### src/source/psram_pkg.sv
`default_nettype none

package psram_pkg;

    // the bus carries a word address: 8M words, bits 22:21 pick the chip.
    localparam int addr_bits = 23;

    localparam int data_bits = 32;

    // wide enough to hold a full word length of 32 bits.
    localparam int count_bits = 6;

    // single-line opcodes.
    localparam logic [7:0] cmd_read = 8'h03;
    localparam logic [7:0] cmd_write = 8'h02;

    // quad opcodes; command byte itself still goes out on one line.
    localparam logic [7:0] cmd_fast_read_quad = 8'heb;
    localparam logic [7:0] cmd_quad_write = 8'h38;

    // sclk periods between the address and the first read nibble.
    localparam int dummy_clocks = 6;

endpackage

`default_nettype wire

### src/source/psram_write_align.sv
`default_nettype none
`timescale 1ns/100ps

module psram_write_align import psram_pkg::*; (
    input  wire  [3:0]            wstrb,
    input  wire  [data_bits-1:0]  wdata,
    output logic [1:0]            byte_offset,
    output logic [count_bits-1:0] wr_bits,
    output logic [data_bits-1:0]  wr_word
);

    // the psram stores bytes big-endian, so lane 0 sits at byte offset 3.
    always_comb begin
        wr_word = wdata;
        case (wstrb)
            4'b0001: begin
                byte_offset = 2'd3;
                wr_bits = 6'd8;
                wr_word[31:24] = wdata[7:0];
            end
            4'b0010: begin
                byte_offset = 2'd2;
                wr_bits = 6'd8;
                wr_word[31:24] = wdata[15:8];
            end
            4'b0100: begin
                byte_offset = 2'd1;
                wr_bits = 6'd8;
                wr_word[31:24] = wdata[23:16];
            end
            4'b1000: begin
                byte_offset = 2'd0;
                wr_bits = 6'd8;
                wr_word[31:24] = wdata[31:24];
            end
            4'b0011: begin
                byte_offset = 2'd2;
                wr_bits = 6'd16;
                wr_word[31:16] = wdata[15:0];
            end
            4'b1100: begin
                byte_offset = 2'd0;
                wr_bits = 6'd16;
                wr_word[31:16] = wdata[31:16];
            end
            4'b1111: begin
                byte_offset = 2'd0;
                wr_bits = 6'd32;
            end
            // odd strobe patterns fall back to a full word write.
            default: begin
                byte_offset = 2'd0;
                wr_bits = 6'd32;
            end
        endcase
    end

endmodule

`default_nettype wire

### src/source/spi_shifter.sv
`default_nettype none
`timescale 1ns/100ps

module spi_shifter import psram_pkg::*; (
    input  wire                   clk,
    input  wire                   resetn,
    input  wire                   load,
    input  wire  [data_bits-1:0]  load_word,
    input  wire  [count_bits-1:0] load_bits,
    input  wire                   quad,
    input  wire  [3:0]            sio_in,
    output logic                  busy,
    output logic [data_bits-1:0]  word,
    output logic                  sclk,
    output logic [3:0]            sio_out
);

    logic [data_bits-1:0]  shreg;
    logic [count_bits-1:0] count;
    logic [count_bits-1:0] step;
    logic                  quad_r;
    // low half of the sclk period when clear, high half when set.
    logic                  phase;

    assign busy = (count != '0);
    assign word = shreg;
    assign step = quad_r ? 6'd4 : 6'd1;

    always_ff @(posedge clk) begin
        if (!resetn) begin
            count <= '0;
            quad_r <= 1'b0;
            phase <= 1'b0;
            sclk <= 1'b0;
            sio_out <= 4'b0000;
        end else if (load) begin
            count <= load_bits;
            quad_r <= quad;
            phase <= 1'b0;
        end else if (busy) begin
            if (!phase) begin
                // falling edge: present the next bits to the device.
                sclk <= 1'b0;
                sio_out <= quad_r ? shreg[data_bits-1 -: 4] : {3'b000, shreg[data_bits-1]};
                phase <= 1'b1;
            end else begin
                sclk <= 1'b1;
                count <= count - step;
                phase <= 1'b0;
            end
        end else begin
            sclk <= 1'b0;
        end
    end

    // the rising-edge half also captures what the device drove.
    always_ff @(posedge clk) begin
        if (load) begin
            shreg <= load_word;
        end else if (busy && phase) begin
            if (quad_r) begin
                shreg <= {shreg[data_bits-5:0], sio_in};
            end else begin
                // single-line mode reads back on so, which is sio1.
                shreg <= {shreg[data_bits-2:0], sio_in[1]};
            end
        end
    end

endmodule

`default_nettype wire

### src/source/psram_sequencer.sv
`default_nettype none
`timescale 1ns/100ps

module psram_sequencer import psram_pkg::*; #(
    parameter bit quad_mode = 1'b1
) (
    input  wire                   clk,
    input  wire                   resetn,
    input  wire                   valid,
    input  wire  [addr_bits-1:0]  addr,
    input  wire  [3:0]            wstrb,
    input  wire  [1:0]            byte_offset,
    input  wire  [count_bits-1:0] wr_bits,
    input  wire  [data_bits-1:0]  wr_word,
    output logic                  ready,
    output logic [data_bits-1:0]  rdata,
    output logic                  ce_n,
    output logic [1:0]            cs,
    output logic [3:0]            sio_oe,
    output logic                  load,
    output logic [data_bits-1:0]  load_word,
    output logic [count_bits-1:0] load_bits,
    output logic                  quad,
    input  wire                   busy,
    input  wire  [data_bits-1:0]  word
);

    typedef enum logic [2:0] {
        st_idle,
        st_select,
        st_command,
        st_address,
        st_dummy,
        st_data,
        st_done
    } state_t;

    state_t state;

    logic       write;
    logic [7:0] opcode;
    logic [1:0] addr_offset;

    assign write = |wstrb;
    assign addr_offset = write ? byte_offset : 2'b00;

    always_comb begin
        if (quad_mode) begin
            opcode = write ? cmd_quad_write : cmd_fast_read_quad;
        end else begin
            opcode = write ? cmd_write : cmd_read;
        end
    end

    // a phase is handed to the shifter on the same edge the state moves on,
    // so the following state already sees busy high in its first cycle.
    always_comb begin
        load = 1'b0;
        load_word = '0;
        load_bits = '0;
        quad = 1'b0;
        case (state)
            st_command: begin
                load = !busy;
                load_word = {opcode, 24'h000000};
                load_bits = 6'd8;
            end
            st_address: begin
                load = !busy;
                load_word = {1'b0, addr[addr_bits-3:0], addr_offset, 8'h00};
                load_bits = 6'd24;
                quad = quad_mode;
            end
            st_dummy: begin
                load = !busy;
                load_bits = 6'(dummy_clocks);
            end
            st_data: begin
                load = !busy;
                load_word = write ? wr_word : '0;
                load_bits = write ? wr_bits : 6'(data_bits);
                quad = quad_mode;
            end
            default: begin
                load = 1'b0;
            end
        endcase
    end

    always_ff @(posedge clk) begin
        if (!resetn) begin
            state <= st_idle;
            ready <= 1'b0;
            ce_n <= 1'b1;
            cs <= 2'b00;
            sio_oe <= 4'b1111;
        end else begin
            case (state)
                st_idle: begin
                    ce_n <= 1'b1;
                    if (valid && !ready) begin
                        state <= st_select;
                    end else if (!valid) begin
                        ready <= 1'b0;
                    end
                end
                st_select: begin
                    cs <= addr[addr_bits-1 -: 2];
                    ce_n <= 1'b0;
                    sio_oe <= 4'b0001;
                    state <= st_command;
                end
                st_command: begin
                    if (!busy) begin
                        state <= st_address;
                    end
                end
                st_address: begin
                    if (!busy) begin
                        sio_oe <= 4'b1111;
                        state <= (quad_mode && !write) ? st_dummy : st_data;
                    end
                end
                st_dummy: begin
                    if (!busy) begin
                        sio_oe <= 4'b0000;
                        state <= st_data;
                    end
                end
                st_data: begin
                    if (!busy) begin
                        sio_oe <= write ? 4'b1111 : 4'b0000;
                        state <= st_done;
                    end
                end
                st_done: begin
                    if (!busy) begin
                        ready <= 1'b1;
                        sio_oe <= 4'b1111;
                        state <= st_idle;
                    end
                end
                default: begin
                    state <= st_idle;
                end
            endcase
        end
    end

    always_ff @(posedge clk) begin
        if (state == st_done && !busy) begin
            rdata <= word;
        end
    end

endmodule

`default_nettype wire

### src/source/psram_ctrl.sv
`default_nettype none
`timescale 1ns/100ps

module psram_ctrl import psram_pkg::*; #(
    parameter bit quad_mode = 1'b1
) (
    input  wire                  clk,
    input  wire                  resetn,
    input  wire                  valid,
    output logic                 ready,
    input  wire  [addr_bits-1:0] addr,
    input  wire  [data_bits-1:0] wdata,
    input  wire  [3:0]           wstrb,
    output logic [data_bits-1:0] rdata,
    output logic                 ce_n,
    output logic [1:0]           cs,
    output logic                 sclk,
    output logic [3:0]           sio_out,
    output logic [3:0]           sio_oe,
    input  wire  [3:0]           sio_in
);

    logic [1:0]            byte_offset;
    logic [count_bits-1:0] wr_bits;
    logic [data_bits-1:0]  wr_word;
    logic                  load;
    logic [data_bits-1:0]  load_word;
    logic [count_bits-1:0] load_bits;
    logic                  quad;
    logic                  busy;
    logic [data_bits-1:0]  word;

    psram_write_align psram_write_align_i (
        .wstrb       (wstrb),
        .wdata       (wdata),
        .byte_offset (byte_offset),
        .wr_bits     (wr_bits),
        .wr_word     (wr_word)
    );

    psram_sequencer #(
        .quad_mode (quad_mode)
    ) psram_sequencer_i (
        .clk         (clk),
        .resetn      (resetn),
        .valid       (valid),
        .addr        (addr),
        .wstrb       (wstrb),
        .byte_offset (byte_offset),
        .wr_bits     (wr_bits),
        .wr_word     (wr_word),
        .ready       (ready),
        .rdata       (rdata),
        .ce_n        (ce_n),
        .cs          (cs),
        .sio_oe      (sio_oe),
        .load        (load),
        .load_word   (load_word),
        .load_bits   (load_bits),
        .quad        (quad),
        .busy        (busy),
        .word        (word)
    );

    spi_shifter spi_shifter_i (
        .clk       (clk),
        .resetn    (resetn),
        .load      (load),
        .load_word (load_word),
        .load_bits (load_bits),
        .quad      (quad),
        .sio_in    (sio_in),
        .busy      (busy),
        .word      (word),
        .sclk      (sclk),
        .sio_out   (sio_out)
    );

endmodule

`default_nettype wire

### config.mk
export PLATFORM = sky130hd
export DESIGN_NAME = psram_ctrl
export DESIGN_NICKNAME = d
export VERILOG_FILES = /design/src/source/psram_pkg.sv /design/src/source/psram_write_align.sv /design/src/source/spi_shifter.sv /design/src/source/psram_sequencer.sv /design/src/source/psram_ctrl.sv
export SDC_FILE = /design/constraint.sdc
export NUM_CORES = 1
export LEC_CHECK = 0
export BUFFER_PORTS_ARGS = -buffer_cell sky130_fd_sc_hd__buf_4
export CAP_MARGIN = 20
export CORE_MARGIN = 2
export CORE_UTILIZATION = 40
export CTS_BUF_LIST = sky130_fd_sc_hd__clkbuf_16
export CTS_CLUSTER_SIZE = 28
export DETAILED_ROUTE_END_ITERATION = 16
export PLACE_DENSITY = 0.64
export SKIP_LAST_GASP = 1
export SYNTH_ARGS = -nofsm -noshare
export SYNTH_HDL_FRONTEND = slang
export SYNTH_SLANG_ARGS = --single-unit
export TNS_END_PERCENT = 50
### constraint.sdc
create_clock -name clk -period 3.9 [get_ports clk]
set_input_delay 0.585 -clock clk [delete_from_list [all_inputs] [get_ports clk]]
set_output_delay 0.585 -clock clk [all_outputs]
set_load 0.005 [all_outputs]
==> metrics.md <==
| Metric | Value |
|---|---|
| Worst-margin pin slew | `0.986 ns` |
| Cells after Synth | `455` |
| Final number of setup-violating endpoints | `0` |
| Mux cell area share after synthesis | `0.0692` |
| CTS tree | `built` |
| Initial antenna violation count | `0` |
| MaxCap Viol Count | `0` |
| Crit. Startpoint | `psram_sequencer_i.state[1]` |
| Worst path slowest cell | `dfxtp_1` |
| Sequential cell area | `0.00236 sq mm` |
| Area of the multi-input gates | `0.00207 sq mm` |
| Avg Inst Size Synth | `10.3 sq um` |
| Cell Rows | `39` |
| Final slew viol count | `0` |
| Clk root buf | `clkbuf_16` |
| Util after Layout | `0.510` |
| Nets | `618` |
| Crit path DAT | `2.90 ns` |
| CTS buffer count | `9` |
| Die ar. | `0.0126 sq mm` |
| Async SR Flop Fraction | `0` |
| Ant diodes | `0` |
| Post-CTS setup buffers | `0` |
| Top-count cell post-synth | `edfxtp_1` |
| Drt first pass iters | `7` |
| Crit path largest cell delay | `0.59 ns` |
| Post-route setup TNS | `0 ns` |
| Post-synthesis sequential area ratio | `0.506` |
| Slew headroom | `0.343` |
| PwrDens | `662 mW/mm^2` |
| CTS resizes | `0` |
| Largest cells by area after synthesis | `edfxtp_1, dfxtp_1, mux2i_1` |
| Period minus WS final | `2.87 ns` |
| Crit-path max FO | `19` |
| Worst path top cell family by delay | `flip-flops` |
| RR Startpoint | `psram_sequencer_i.state[1]` |
| Met3 Wirelength | `1110 um` |
| # DRC | `0` |
| Longest Clk Path Bufs | `2` |
| Startpoint Class | `register` |
| Chip Height | `112 um` |
| CP cell instances | `inv_1 -> ha_1 -> nand3_1 -> o21ai_2 -> buf_4` |
| Post-synth EDFFs | `64` |
| Critical Path RT | `3.93 ns` |
| RSZ-0062 raised after global routing | `false` |
| HP Start | `spi_shifter_i.word[24]` |
| Area after DPL | `0.00556 sq mm` |
| Final instance area | `0.00582 sq mm` |
| Adder-Cell Fraction of Synth Area | `0.0188` |
| Post-DP HPWL | `9890 um` |
| Post-Route M1 WL | `5820 um` |
| Post-synthesis compound-gate area fraction | `0.222` |
| Hold Fails Final Rpt | `0` |
| Leak | `2.13 nW` |
| Highest clock rate | `0.349 GHz` |
| Ys flop type | `edfxtp_1` |
| Grt ovf | `0` |
| Drt total wl | `13,300 um` |
| Initial Util | `0.409` |
| Largest family of logic cells by synthesized area | `compound AO/OA/AOI/OAI gates` |
| Gr usage total | `0.213` |
| Leading area contributor after synthesis | `edfxtp_1` |
| Synth Area in XOR/XNOR | `0.00563` |
| CP Buf/Inv Count | `2` |
| Fraction of the mapped netlist area in simple logic gates | `0.126` |
| Hold Crit Class | `register to register` |
| Synthesized area | `0.00467 sq mm` |
| IO Port Bufs | `110` |
| Post-route ant nets | `0` |
| Global-route wire length before repair | `20,800 um` |
| H-tree Lvls | `3` |
| Ports | `111` |
| Core area | `0.0114 sq mm` |
| Clk sink count | `86` |
| Area Overhead vs Synth | `24.8%` |
| Vias per inst | `5.85` |
| Worst vdd ir | `0.000347 V` |
| YS warnings | `0` |
| Top cells by count, synth | `edfxtp_1, o21ai_0, mux2i_1` |
| Syn nets | `528` |
| Die width | `112 um` |
| Cell variety after synth | `51` |
| Skew-Pair Late Insertion Delay | `0.34 ns` |
| Initial drt markers | `370` |
| Worst Skew | `0.00829 ns` |
| Largest net degree at the start of global routing | `30` |
| Critical Path Sink Type | `register` |
| Vias in the first global route | `3,713` |
| Vias | `4,056` |
| Top cell type's share of synthesized area | `0.412` |
| Fraction of layout cells with a size suffix above 1 | `0.255` |
| Yosys reg bits | `86` |
| WL/cell | `19.2 um` |
| Layout fillers | `1,057` |
| CTS Hold Bufs | `0` |
| Period Utilization, post-route | `0.735` |
| Crit Path Class | `register to register` |
| Met2 WL | `6080 um` |
| Highest routed layer | `met4` |
| Status | `completed` |
| RePlAce Congestion | `0.905` |
| Clock transition at path regs | `0.06 ns` |
[registers in the layout, indices dropped and copies added, names as in the netlist]
signal,count
psram_sequencer_i.rdata,32
spi_shifter_i.word,32
spi_shifter_i.count,6
spi_shifter_i.sio_out,4
psram_sequencer_i.state,3
psram_sequencer_i.cs,2
psram_sequencer_i.sio_oe,2
psram_sequencer_i.ce_n,1
psram_sequencer_i.ready,1
spi_shifter_i.phase,1
spi_shifter_i.quad_r,1
spi_shifter_i.sclk,1
[worst paths after layout]
kind	endpoint	slack, ns	cells past startpoint
worst max register to register	spi_shifter_i.word[2]	1.03	5
worst min register to register	psram_sequencer_i.rdata[24]	0.48	0
worst min-delay path	psram_sequencer_i.rdata[24]	0.48	0
worst max-delay path	spi_shifter_i.word[2]	1.03	5
[worst reg2reg max path, stage by stage (launching register included)]
cell and delay (ns):
dfxtp_1 0.59, inv_1 0.18, ha_1 0.45, nand3_1 0.39
o21ai_2 0.55, buf_4 0.40
[metrics by stage]
step | hold slack, ns | instances | total power [W] | setup WS (ns)
finish | 0.483 | 693 | 0.00386 | 1.03
global route | 0.491 | 693 | 0.00408 | 0.775
CTS | 0.488 | 693 | 0.00385 | 1.09
detailed placement | 0.469 | 677 | 0.00307 | 1.12
global placement | 0.472 | 677 | 0.00303 | 1.23
floorplan | 0.436 | 455 | 0.00262 | 0.164
[final cells by class]
cell class | count | area share
well taps | 143 | 0.0307
inverters | 20 | 0.0129
clock inverters | 7 | 0.00730
multi-input cells | 312 | 0.355
flip-flops and latches | 86 | 0.406
clock buffers | 9 | 0.0387
repair buffers | 116 | 0.150
[metal layers]
layer / vias to the layer above / track usage
li1: 1907 / -
met1: 1900 / 0.302
met2: 227 / 0.329
met3: 22 / 0.0346
met4: 0 / 0.0805
met5: - / 0
[report_power, final]
group	leakage, nW	switching [W]	total, W	internal (W)
registers	0.768	0.000251	0.00170	0.00144
clock network	0.134	0.000357	0.000784	0.000427
logic	1.22	0.000847	0.00138	0.000533
[cell families (layout without fill, tap and decap cells)]
logic type / count (synthesis) / count (layout)
AOI/OAI and AO/OA: 152 / 152
xor gates and xnor gates: 3 / 3
adders and majority gates: 7 / 7
buffers and inverters: 57 / 152
DFF: 86 / 86
muxes: 32 / 32
and+or+nand+nor: 118 / 118
[cells in the final DEF (no fill, tap or decap), types with 3 or more instances in the layout]
cell type,synthesis,final
inv_1,20,21
a32o_1,4,4
nand2_1,27,27
and3_1,3,3
dfxtp_1,22,21
nand3_1,25,25
nor2b_1,12,12
ha_1,7,7
o21ai_0,50,49
nor3_1,12,11
edfxtp_1,64,64
o221ai_1,10,10
o21a_1,4,4
a32oi_1,3,3
o22ai_1,3,3
a31oi_1,7,7
a211oi_1,4,4
nor2_1,25,25
mux2i_1,30,30
a21boi_0,9,9
a21o_1,4,4
o31a_1,3,3
o211ai_1,5,5
buf_4,3,116
a2bb2oi_1,6,6
a22oi_1,19,19
nand2b_1,4,4
clkbuf_16,0,9
a21oi_1,11,11
No activity file was read; power rests on OpenSTA's default activity.
